$ cat config.mk
export PLATFORM = sky130hd
export DESIGN_NAME = debug_unit
export DESIGN_NICKNAME = d
export VERILOG_FILES = /design/src/uart_pkg.sv /design/src/debug_pkg.sv /design/src/uart_baud_gen.sv /design/src/uart_rx.sv /design/src/uart_tx.sv /design/src/debug_cmd_regs.sv /design/src/debug_controller.sv /design/src/debug_unit.sv
export SDC_FILE = /design/constraint.sdc
export NUM_CORES = 2
export LEC_CHECK = 0
export BUFFER_PORTS_ARGS = -buffer_cell sky130_fd_sc_hd__buf_4
export CAP_MARGIN = 20
export CORE_AREA = 3 3 552 554
export DETAILED_ROUTE_END_ITERATION = 12
export DIE_AREA = 0 0 555 557
export PLACE_DENSITY_LB_ADDON = 0.3
export SYNTH_ARGS = -nofsm -noshare
export SYNTH_HDL_FRONTEND = slang
export SYNTH_SLANG_ARGS = --single-unit
$ cat constraint.sdc
create_clock -name i_clk -period 84.6 [get_ports i_clk]
set_clock_uncertainty 0.1 [all_clocks]
set_input_delay 8.46 -clock i_clk [delete_from_list [all_inputs] [get_ports i_clk]]
set_output_delay 8.46 -clock i_clk [all_outputs]
set_load 0.005 [all_outputs]
$ cat src/uart_pkg.sv
package uart_pkg;

    // One serial data byte as it travels on the line
    typedef logic [7:0] uart_byte_t;

    localparam int OVERSAMPLE = 16; // Ticks per bit

    // Counts ticks inside one bit; wraps once per bit
    typedef logic [$clog2(OVERSAMPLE)-1:0] tick_cnt_t;

    // Index of a data bit inside a frame
    typedef logic [2:0] bit_idx_t;

endpackage

$ cat src/debug_pkg.sv
package debug_pkg;

    // Processor word as seen by the debug unit
    typedef logic [31:0] word_t;

    localparam int WORD_BYTES = 4;

    // Host command codes
    typedef enum logic [7:0] {
        CMD_DUMP_REGS   = 8'h01,
        CMD_DUMP_IF_ID  = 8'h02,
        CMD_DUMP_ID_EX  = 8'h03,
        CMD_DUMP_EX_MEM = 8'h04,
        CMD_DUMP_MEM_WB = 8'h05,
        CMD_DUMP_MEM    = 8'h06,
        CMD_LOAD_PROG   = 8'h07,
        CMD_MODE_RUN    = 8'h08,
        CMD_MODE_STEP   = 8'h09,
        CMD_STEP        = 8'h0A,
        CMD_SET_ADDR    = 8'h0B
    } cmd_t;

    // Controller FSM states
    typedef enum logic [2:0] {
        IDLE,
        SEND,
        WAIT_TX,
        GET_ADDR,
        LOAD
    } ctrl_state_t;

endpackage

$ cat src/uart_baud_gen.sv
`timescale 1ns/1ps

module uart_baud_gen #(
    parameter int BAUD_DIV = 326
) (
    input  logic i_clk,
    input  logic i_reset,
    output logic o_tick
);

    localparam int CW = (BAUD_DIV > 1) ? $clog2(BAUD_DIV) : 1;

    logic [CW-1:0] cnt;
    logic          wrap;

    assign wrap = (cnt == CW'(BAUD_DIV - 1));

    always_ff @(posedge i_clk or posedge i_reset) begin
        if (i_reset) begin
            cnt    <= '0;
            o_tick <= 1'b0;
        end else begin
            cnt    <= wrap ? '0 : cnt + CW'(1);
            o_tick <= wrap; // One clock wide
        end
    end

endmodule

$ cat src/uart_rx.sv
`timescale 1ns/1ps

module uart_rx
    import uart_pkg::*;
(
    input  logic       i_clk,
    input  logic       i_reset,
    input  logic       i_tick,
    input  logic       i_rx,
    output logic       o_rx_strobe,
    output uart_byte_t o_rx_byte
);

    typedef enum logic [1:0] {
        RX_IDLE,
        RX_START,
        RX_DATA,
        RX_STOP
    } rx_state_t;

    rx_state_t  state;
    logic [1:0] sync;
    logic       rx_s;
    tick_cnt_t  tick_cnt;
    bit_idx_t   bit_idx;
    uart_byte_t shreg;
    logic       bit_end;

    assign rx_s    = sync[1];
    assign bit_end = i_tick && (tick_cnt == tick_cnt_t'(OVERSAMPLE - 1));
    assign o_rx_byte = shreg;

    always_ff @(posedge i_clk or posedge i_reset) begin
        if (i_reset) begin
            sync        <= 2'b11; // Line idles high
            state       <= RX_IDLE;
            tick_cnt    <= '0;
            bit_idx     <= '0;
            o_rx_strobe <= 1'b0;
        end else begin
            sync        <= {sync[0], i_rx};
            o_rx_strobe <= 1'b0;
            if (state != RX_IDLE && i_tick)
                tick_cnt <= tick_cnt + tick_cnt_t'(1);
            case (state)
                RX_IDLE: begin
                    tick_cnt <= '0;
                    if (!rx_s)
                        state <= RX_START;
                end
                RX_START: begin
                    // Recheck the start bit at its middle, then realign
                    if (i_tick && tick_cnt == tick_cnt_t'(OVERSAMPLE / 2 - 1)) begin
                        tick_cnt <= '0;
                        bit_idx  <= '0;
                        state    <= rx_s ? RX_IDLE : RX_DATA;
                    end
                end
                RX_DATA: begin
                    if (bit_end) begin
                        bit_idx <= bit_idx + bit_idx_t'(1);
                        if (bit_idx == 3'd7)
                            state <= RX_STOP;
                    end
                end
                RX_STOP: begin
                    if (bit_end) begin
                        o_rx_strobe <= rx_s; // Framing error drops the byte
                        state       <= RX_IDLE;
                    end
                end
                default: state <= RX_IDLE;
            endcase
        end
    end

    // Data bits arrive LSB first
    always_ff @(posedge i_clk) begin
        if (state == RX_DATA && bit_end)
            shreg <= {rx_s, shreg[7:1]};
    end

    a_strobe_single : assert property (@(posedge i_clk) disable iff (i_reset)
        o_rx_strobe |=> !o_rx_strobe);

endmodule

$ cat src/uart_tx.sv
`timescale 1ns/1ps

module uart_tx
    import uart_pkg::*;
(
    input  logic       i_clk,
    input  logic       i_reset,
    input  logic       i_tick,
    input  logic       i_tx_strobe,
    input  uart_byte_t i_tx_byte,
    output logic       o_tx_busy,
    output logic       o_tx
);

    typedef enum logic [1:0] {
        TX_IDLE,
        TX_START,
        TX_DATA,
        TX_STOP
    } tx_state_t;

    tx_state_t  state;
    tick_cnt_t  tick_cnt;
    bit_idx_t   bit_idx;
    uart_byte_t shreg;
    logic       bit_end;

    assign bit_end   = i_tick && (tick_cnt == tick_cnt_t'(OVERSAMPLE - 1));
    assign o_tx_busy = (state != TX_IDLE); // Rises the cycle after the strobe

    always_ff @(posedge i_clk or posedge i_reset) begin
        if (i_reset) begin
            state    <= TX_IDLE;
            tick_cnt <= '0;
            bit_idx  <= '0;
            o_tx     <= 1'b1;
        end else begin
            if (state != TX_IDLE && i_tick)
                tick_cnt <= tick_cnt + tick_cnt_t'(1);
            case (state)
                TX_IDLE: begin
                    tick_cnt <= '0;
                    if (i_tx_strobe) begin
                        o_tx  <= 1'b0; // Start bit
                        state <= TX_START;
                    end
                end
                TX_START: begin
                    if (bit_end) begin
                        o_tx    <= shreg[0];
                        bit_idx <= '0;
                        state   <= TX_DATA;
                    end
                end
                TX_DATA: begin
                    if (bit_end) begin
                        if (bit_idx == 3'd7) begin
                            o_tx  <= 1'b1; // Stop bit
                            state <= TX_STOP;
                        end else begin
                            o_tx    <= shreg[0];
                            bit_idx <= bit_idx + bit_idx_t'(1);
                        end
                    end
                end
                TX_STOP: begin
                    if (bit_end)
                        state <= TX_IDLE;
                end
                default: state <= TX_IDLE;
            endcase
        end
    end

    always_ff @(posedge i_clk) begin
        if (state == TX_IDLE && i_tx_strobe)
            shreg <= i_tx_byte;
        else if ((state == TX_START || state == TX_DATA) && bit_end)
            shreg <= shreg >> 1;
    end

    a_no_strobe_busy : assert property (@(posedge i_clk) disable iff (i_reset)
        i_tx_strobe |-> !o_tx_busy);

endmodule

$ cat src/debug_cmd_regs.sv
`timescale 1ns/1ps

module debug_cmd_regs
    import uart_pkg::*;
#(
    parameter int ADDR_WIDTH = 6
) (
    input  logic                  i_clk,
    input  logic                  i_reset,
    input  logic                  i_mode_set,
    input  logic                  i_mode_value,
    input  logic                  i_step_req,
    input  logic                  i_addr_load,
    input  uart_byte_t            i_addr_byte,
    output logic                  o_mode,
    output logic [ADDR_WIDTH-1:0] o_debug_addr,
    output logic                  o_step
);

    always_ff @(posedge i_clk or posedge i_reset) begin
        if (i_reset) begin
            o_mode       <= 1'b0; // Continuous run
            o_debug_addr <= '0;
            o_step       <= 1'b0;
        end else begin
            if (i_mode_set)
                o_mode <= i_mode_value;
            if (i_addr_load)
                o_debug_addr <= i_addr_byte[ADDR_WIDTH-1:0];
            // Step requests in run mode are dropped
            o_step <= i_step_req && o_mode;
        end
    end

    a_step_in_step_mode : assert property (@(posedge i_clk) disable iff (i_reset)
        o_step |-> o_mode);

endmodule

$ cat src/debug_controller.sv
`timescale 1ns/1ps

module debug_controller
    import uart_pkg::*;
    import debug_pkg::*;
#(
    parameter int NUM_REGISTERS = 32,
    parameter int IF_ID_SIZE    = 32,
    parameter int ID_EX_SIZE    = 129,
    parameter int EX_MEM_SIZE   = 77,
    parameter int MEM_WB_SIZE   = 71,
    parameter int ADDR_WIDTH    = 6
) (
    input  logic                                  i_clk,
    input  logic                                  i_reset,
    input  logic                                  i_rx_strobe,
    input  uart_byte_t                            i_rx_byte,
    input  logic                                  i_tx_busy,
    input  logic [NUM_REGISTERS*$bits(word_t)-1:0] i_registers,
    input  logic [IF_ID_SIZE-1:0]                 i_if_id,
    input  logic [ID_EX_SIZE-1:0]                 i_id_ex,
    input  logic [EX_MEM_SIZE-1:0]                i_ex_mem,
    input  logic [MEM_WB_SIZE-1:0]                i_mem_wb,
    input  word_t                                 i_debug_data,
    output logic                                  o_tx_strobe,
    output uart_byte_t                            o_tx_byte,
    output logic                                  o_mode_set,
    output logic                                  o_mode_value,
    output logic                                  o_step_req,
    output logic                                  o_addr_load,
    output uart_byte_t                            o_addr_byte,
    output logic                                  o_inst_write,
    output logic [ADDR_WIDTH-1:0]                 o_write_addr,
    output word_t                                 o_write_data
);

    function automatic int max_of(input int a, input int b);
        return (a > b) ? a : b;
    endfunction

    localparam int REG_BYTES    = NUM_REGISTERS * WORD_BYTES;
    localparam int IF_ID_BYTES  = (IF_ID_SIZE + 7) / 8; // Zero padded to whole bytes
    localparam int ID_EX_BYTES  = (ID_EX_SIZE + 7) / 8;
    localparam int EX_MEM_BYTES = (EX_MEM_SIZE + 7) / 8;
    localparam int MEM_WB_BYTES = (MEM_WB_SIZE + 7) / 8;
    localparam int SNAP_BYTES   = max_of(max_of(max_of(REG_BYTES, IF_ID_BYTES),
                                                max_of(ID_EX_BYTES, EX_MEM_BYTES)),
                                         max_of(MEM_WB_BYTES, WORD_BYTES));
    localparam int SNAP_W = SNAP_BYTES * 8;
    localparam int CNT_W  = $clog2(SNAP_BYTES + 1);

    ctrl_state_t           state;
    cmd_t                  cmd;
    logic [SNAP_W-1:0]     snap;       // Snapshot shift register
    logic [CNT_W-1:0]      bytes_left;
    logic [1:0]            byte_idx;
    logic [ADDR_WIDTH-1:0] word_cnt;
    word_t                 word_buf;
    logic                  dump_go;
    logic [SNAP_W-1:0]     dump_vec;
    logic [CNT_W-1:0]      dump_len;
    logic                  send_now;
    logic                  word_done;

    assign cmd       = cmd_t'(i_rx_byte);
    assign send_now  = (state == SEND) && !i_tx_busy;
    assign word_done = (state == LOAD) && i_rx_strobe && (byte_idx == 2'd3);

    // Dump source and length select
    always_comb begin
        dump_go  = 1'b1;
        dump_vec = '0;
        dump_len = '0;
        case (cmd)
            CMD_DUMP_REGS: begin
                dump_vec = SNAP_W'(i_registers);
                dump_len = CNT_W'(REG_BYTES);
            end
            CMD_DUMP_IF_ID: begin
                dump_vec = SNAP_W'(i_if_id);
                dump_len = CNT_W'(IF_ID_BYTES);
            end
            CMD_DUMP_ID_EX: begin
                dump_vec = SNAP_W'(i_id_ex);
                dump_len = CNT_W'(ID_EX_BYTES);
            end
            CMD_DUMP_EX_MEM: begin
                dump_vec = SNAP_W'(i_ex_mem);
                dump_len = CNT_W'(EX_MEM_BYTES);
            end
            CMD_DUMP_MEM_WB: begin
                dump_vec = SNAP_W'(i_mem_wb);
                dump_len = CNT_W'(MEM_WB_BYTES);
            end
            CMD_DUMP_MEM: begin
                dump_vec = SNAP_W'(i_debug_data);
                dump_len = CNT_W'(WORD_BYTES);
            end
            default: dump_go = 1'b0;
        endcase
    end

    always_ff @(posedge i_clk or posedge i_reset) begin
        if (i_reset) begin
            state        <= IDLE;
            bytes_left   <= '0;
            byte_idx     <= '0;
            word_cnt     <= '0;
            o_tx_strobe  <= 1'b0;
            o_mode_set   <= 1'b0;
            o_step_req   <= 1'b0;
            o_addr_load  <= 1'b0;
            o_inst_write <= 1'b0;
        end else begin
            o_tx_strobe  <= 1'b0;
            o_mode_set   <= 1'b0;
            o_step_req   <= 1'b0;
            o_addr_load  <= 1'b0;
            o_inst_write <= word_done;
            case (state)
                IDLE: begin
                    if (i_rx_strobe && dump_go) begin
                        bytes_left <= dump_len;
                        state      <= SEND;
                    end else if (i_rx_strobe) begin
                        case (cmd)
                            CMD_LOAD_PROG: begin
                                byte_idx <= '0;
                                word_cnt <= '0;
                                state    <= LOAD;
                            end
                            CMD_MODE_RUN, CMD_MODE_STEP: o_mode_set <= 1'b1;
                            CMD_STEP:                    o_step_req <= 1'b1;
                            CMD_SET_ADDR:                state      <= GET_ADDR;
                            default: ; // Unknown codes ignored
                        endcase
                    end
                end
                SEND: begin
                    if (send_now) begin
                        o_tx_strobe <= 1'b1;
                        bytes_left  <= bytes_left - CNT_W'(1);
                        state       <= WAIT_TX;
                    end
                end
                WAIT_TX: begin
                    // Busy is still low in the strobe cycle
                    if (!o_tx_strobe && !i_tx_busy)
                        state <= (bytes_left == '0) ? IDLE : SEND;
                end
                GET_ADDR: begin
                    if (i_rx_strobe) begin
                        o_addr_load <= 1'b1;
                        state       <= IDLE;
                    end
                end
                LOAD: begin
                    if (i_rx_strobe)
                        byte_idx <= byte_idx + 2'd1;
                    if (word_done) begin
                        word_cnt <= word_cnt + ADDR_WIDTH'(1);
                        if (word_cnt == '1)
                            state <= IDLE; // Last word of the memory
                    end
                end
                default: state <= IDLE;
            endcase
        end
    end

    always_ff @(posedge i_clk) begin
        if (state == IDLE && i_rx_strobe && dump_go) begin
            snap <= dump_vec;
        end else if (send_now) begin
            o_tx_byte <= snap[7:0]; // LSB first
            snap      <= snap >> 8;
        end
        if (i_rx_strobe) begin
            o_mode_value <= (cmd == CMD_MODE_STEP);
            o_addr_byte  <= i_rx_byte;
            word_buf     <= {i_rx_byte, word_buf[31:8]};
        end
        if (word_done) begin
            o_write_data <= {i_rx_byte, word_buf[31:8]};
            o_write_addr <= word_cnt;
        end
    end

endmodule

$ cat src/debug_unit.sv
`timescale 1ns/1ps

module debug_unit
    import uart_pkg::*;
    import debug_pkg::*;
#(
    parameter int NUM_REGISTERS = 32,
    parameter int IF_ID_SIZE    = 32,
    parameter int ID_EX_SIZE    = 129,
    parameter int EX_MEM_SIZE   = 77,
    parameter int MEM_WB_SIZE   = 71,
    parameter int ADDR_WIDTH    = 6,
    parameter int BAUD_DIV      = 326
) (
    input  logic                                  i_clk,
    input  logic                                  i_reset,
    input  logic                                  i_uart_rx,
    output logic                                  o_uart_tx,
    input  logic [NUM_REGISTERS*$bits(word_t)-1:0] i_registers,
    input  logic [IF_ID_SIZE-1:0]                 i_if_id,
    input  logic [ID_EX_SIZE-1:0]                 i_id_ex,
    input  logic [EX_MEM_SIZE-1:0]                i_ex_mem,
    input  logic [MEM_WB_SIZE-1:0]                i_mem_wb,
    input  word_t                                 i_debug_data,
    output logic                                  o_mode,
    output logic                                  o_step,
    output logic [ADDR_WIDTH-1:0]                 o_debug_addr,
    output logic                                  o_inst_write,
    output logic [ADDR_WIDTH-1:0]                 o_write_addr,
    output word_t                                 o_write_data
);

    logic       tick;
    logic       rx_strobe;
    uart_byte_t rx_byte;
    logic       tx_strobe;
    uart_byte_t tx_byte;
    logic       tx_busy;
    logic       mode_set;
    logic       mode_value;
    logic       step_req;
    logic       addr_load;
    uart_byte_t addr_byte;

    uart_baud_gen #(
        .BAUD_DIV(BAUD_DIV)
    ) baud_gen_i (
        .i_clk   (i_clk),
        .i_reset (i_reset),
        .o_tick  (tick)
    );

    uart_rx uart_rx_i (
        .i_clk       (i_clk),
        .i_reset     (i_reset),
        .i_tick      (tick),
        .i_rx        (i_uart_rx),
        .o_rx_strobe (rx_strobe),
        .o_rx_byte   (rx_byte)
    );

    uart_tx uart_tx_i (
        .i_clk       (i_clk),
        .i_reset     (i_reset),
        .i_tick      (tick),
        .i_tx_strobe (tx_strobe),
        .i_tx_byte   (tx_byte),
        .o_tx_busy   (tx_busy),
        .o_tx        (o_uart_tx)
    );

    debug_controller #(
        .NUM_REGISTERS (NUM_REGISTERS),
        .IF_ID_SIZE    (IF_ID_SIZE),
        .ID_EX_SIZE    (ID_EX_SIZE),
        .EX_MEM_SIZE   (EX_MEM_SIZE),
        .MEM_WB_SIZE   (MEM_WB_SIZE),
        .ADDR_WIDTH    (ADDR_WIDTH)
    ) controller_i (
        .i_clk        (i_clk),
        .i_reset      (i_reset),
        .i_rx_strobe  (rx_strobe),
        .i_rx_byte    (rx_byte),
        .i_tx_busy    (tx_busy),
        .i_registers  (i_registers),
        .i_if_id      (i_if_id),
        .i_id_ex      (i_id_ex),
        .i_ex_mem     (i_ex_mem),
        .i_mem_wb     (i_mem_wb),
        .i_debug_data (i_debug_data),
        .o_tx_strobe  (tx_strobe),
        .o_tx_byte    (tx_byte),
        .o_mode_set   (mode_set),
        .o_mode_value (mode_value),
        .o_step_req   (step_req),
        .o_addr_load  (addr_load),
        .o_addr_byte  (addr_byte),
        .o_inst_write (o_inst_write),
        .o_write_addr (o_write_addr),
        .o_write_data (o_write_data)
    );

    debug_cmd_regs #(
        .ADDR_WIDTH(ADDR_WIDTH)
    ) cmd_regs_i (
        .i_clk        (i_clk),
        .i_reset      (i_reset),
        .i_mode_set   (mode_set),
        .i_mode_value (mode_value),
        .i_step_req   (step_req),
        .i_addr_load  (addr_load),
        .i_addr_byte  (addr_byte),
        .o_mode       (o_mode),
        .o_debug_addr (o_debug_addr),
        .o_step       (o_step)
    );

endmodule

==> impl_metrics.csv <==
group,metric,value,unit
power_and_ir_drop,power.density,18.9,nW/µm²
synth,ys_types,62,
job,maxCapViolations,0,
detailed_routing,wl_per_cell,25.7,µm
global_routing,grt_max_degree,196,
die,die-width,555,µm
sta,rsz0062_at_grt,"false",
critical_path,slowest_delay,0.53,ns
global_routing,met2_usage,24.0,%
clock_network,cts_max_path_buffers,4,
clock_network,cts_setup_buffers,0,
detailed_routing,drc,0,
critical_path,end_kind,"output pin",
synth,ys_seq_elements,1175,
die,ioPinCount,1416,
hold_path,hold-path-cell-count,0,
die,rows,201,
global_routing,grt_pass1_vias,37100,
placed_design,dp_slack,74.55,ns
synth,synth-async-reset-ratio,5.45,%
synth,synth_flop_cell,"edfxtp_1",
synth,ys.warnings.count,0,
clock_network,numCtsBuffers,148,
clock_network,numClockSinks,1175,
sta,max_slew.worst_pin.slew,1.16,ns
detailed_routing,routed_via_density,4.17,
sta,max_slew_margin,22.3,%
sta,drv_slew,0,
detailed_routing,vias,36100,
synth,synth_edf_count,1111,
clock_network,clockRootBuffer,"clkbuf_16",
critical_path,crit_fanout,1,
sta,setup_ws,74.52,ns
sta,period_needed,10.08,ns
cells_and_area,final_cell_mix,"buf_4 (1,469), edfxtp_1 (1,111), a22o_1 (898)",
synth,yosysSeqAreaShare,69.9,%
critical_path,crit_chain,"buf_4",
critical_path,cp_data_arrival_time,1.52,ns
synth,synth_nets,4610,
sta,hold_violations,0,
critical_path,cp.required,76.04,ns
cells_and_area,nets,5926,
cells_and_area,mostFrequentLayoutCell,"buf_4",
placed_design,finalWeightedCongestion,0.883,
critical_path,rrSetupSlack,76.37,ns
clock_network,clk_pin_slew,0.06,ns
critical_path,slowest_stage,"edfxtp_1",
die,core,300000,µm²
global_routing,gr-max-usage-layer,"met2",
clock_network,htreeDepth,4,
synth,syn-instance-count,3222,
detailed_routing,finalWirelength,222000,µm
run_status,status,"completed",
global_routing,overflow,0,
hold_path,hold_path.class,"register to register",
global_routing,met3_usage,4.74,%
die,initial_utilization,16.7,%
global_routing,use_met1,15.3,%
cells_and_area,syn_to_final_growth,39.2,%
power_and_ir_drop,ir_drop,14.8,µV
die,die-height,557,µm
clock_network,cts_resized,0,
detailed_routing,postRouteAntennaNets,0,
cells_and_area,drive_gt1_share,38.1,%
detailed_routing,firstDrtPassIters,5,
global_routing,track_usage,13.6,%
critical_path,reg2reg_depth,10,
sta,final.setup.tns,0,ns
clock_network,cts_tree,"yes",
power_and_ir_drop,leakagePower,24.2,nW
clock_network,worstSkewPairLatency,0.81,ns
synth,synth_area_per_cell,15.5,µm²
placed_design,port_buffers,1415,
critical_path,crit_buf_inv,1,
detailed_routing,drt-initial-drc-count,2955,
critical_path,start_kind,"register",
sta,fmaxAchievable,99.2,MHz
synth,synthesis.area,50100,µm²
clock_network,hold_buffers,0,
critical_path,crit_family,"flip-flops",
die,dieArea,309000,µm²
global_routing,antenna_found_initial,72,
sta,fin_crit_sh,11.9,%
placed_design,dpl.hpwl,168000,µm
critical_path,critical_path_class,"register to output pin",
global_routing,grt_pass1_wl,298000,µm
sta,finalSetupViolations,0,
critical_path,crit_cells,1,
## where the power goes
part           leakage (nW)  switching [mW]  total, mW  internal (mW)
sequential             10.0       0.0000863      0.627          0.627
combinational          11.9          0.0175     0.0581         0.0406
clock                  2.31           0.266      0.630          0.364
total                  24.2           0.283       1.32           1.03
## worst paths after layout
kind | endpoint | startpoint
setup / recovery | o_write_data[13] | controller_i.o_write_data[13]$_DFFE_PP_
hold / removal | uart_rx_i.sync[1]$_DFF_PP1_ | uart_rx_i.sync[0]$_DFF_PP1_
setup reg to reg | controller_i.snap[163]$_DFFE_PP_ | uart_rx_i.o_rx_byte[5]$_DFFE_PP_
hold reg to reg | uart_rx_i.sync[1]$_DFF_PP1_ | uart_rx_i.sync[0]$_DFF_PP1_
max in group asynchronous | controller_i.state[1]$_DFFE_PP0P_ | i_reset
min in group asynchronous | controller_i.o_inst_write$_DFF_PP0_ | i_reset
## flip-flops by register name (all words and copies together) (netlist names), 2 cells and up, named ones only
register,flops
baud_gen_i.cnt,9
cmd_regs_i.o_debug_addr,6
controller_i.byte_idx,2
controller_i.bytes_left,8
controller_i.o_tx_byte,8
controller_i.o_write_addr,6
controller_i.o_write_data,32
controller_i.snap,1024
controller_i.state,3
controller_i.word_buf,24
controller_i.word_cnt,6
uart_rx_i.bit_idx,3
uart_rx_i.o_rx_byte,8
uart_rx_i.sync,2
uart_rx_i.tick_cnt,4
uart_tx_i.bit_idx,3
uart_tx_i.shreg,8
uart_tx_i.state,2
uart_tx_i.tick_cnt,4
## layout make-up
type / instances / area [µm²]
diodes: 31 / 77.6
clock buffers: 179 / 3840
clock inverters: 80 / 923
fillers: 31700 / 230000
inverters: 17 / 63.8
multi-input cells: 1719 / 13700
flip-flops and latches: 1175 / 35000
well taps: 3958 / 4950
repair buffers: 1477 / 11200
## Yosys cell counts, types with 2 or more instances
master / count / area (µm²)
o21ai_0: 123 / 616
a22o_1: 898 / 7870
buf_4: 7 / 52.6
xnor2_1: 8 / 70.1
nor2_1: 33 / 124
a22oi_1: 123 / 923
a221oi_1: 32 / 280
inv_1: 16 / 60.1
nand3_1: 11 / 55.1
o221ai_1: 41 / 359
a221o_1: 2 / 20.0
and3_1: 15 / 93.8
dfrtp_1: 61 / 1530
a32o_1: 2 / 20.0
a211oi_1: 2 / 15.0
dfstp_2: 3 / 78.8
nor2b_1: 9 / 56.3
a21oi_1: 38 / 190
nand2b_1: 3 / 18.8
nor3b_1: 4 / 30.0
nor3_1: 7 / 35.0
or3b_2: 2 / 17.5
ha_1: 20 / 250
edfxtp_1: 1111 / 33400
clkbuf_1: 113 / 424
nand4_1: 6 / 37.5
and4_1: 2 / 17.5
nor4_4: 2 / 42.5
xor2_1: 8 / 70.1
nand2_1: 111 / 417
a31oi_1: 36 / 225
nand4b_1: 2 / 17.5
and2_1: 6 / 37.5
or4_1: 6 / 45.0
buf_1: 7 / 26.3
mux2i_1: 45 / 450
mux2_2: 60 / 676
a211o_1: 32 / 280
nor4_1: 7 / 43.8
buf_2: 184 / 921
mux2_1: 3 / 33.8
## routing by layer
metal  up-vias  wire length [µm]
met5         -               289
met4        38              7540
met3       309             19200
met2      1484            111000
met1     18100             84000
li1      16100                 -
## cell families (layout without fill, tap and decap cells)
| logic type | Yosys count | after routing | synth area share [%] |
|---|---|---|---|
| compound gates | 1343 | 1343 | 21.8 |
| flops | 1175 | 1175 | 69.9 |
| buf+inv | 328 | 1753 | 2.97 |
| simple gates | 232 | 232 | 2.27 |
| mux | 108 | 108 | 2.32 |
| fa+ha+maj | 20 | 20 | 0.500 |
| xor+xnor | 16 | 16 | 0.280 |
| other cells | 0 | 31 | 0 |
## stage by stage
stage / cell area [µm²] / util, % / instances / hold slack, ns / total power, mW
finish: 69700 / 23.2 / 8636 / 0.265 / 1.32
global route: 69600 / 23.2 / 8619 / 0.270 / 1.37
CTS: 69500 / 23.2 / 8601 / 0.266 / 1.34
detailed placement: 64800 / 21.6 / 8342 / 0.249 / 0.698
global placement: 64800 / 21.6 / 8342 / 0.250 / 0.697
floorplan: 50100 / - / 3222 / 0.245 / 0.641
(Power assumes the default switching activity.)
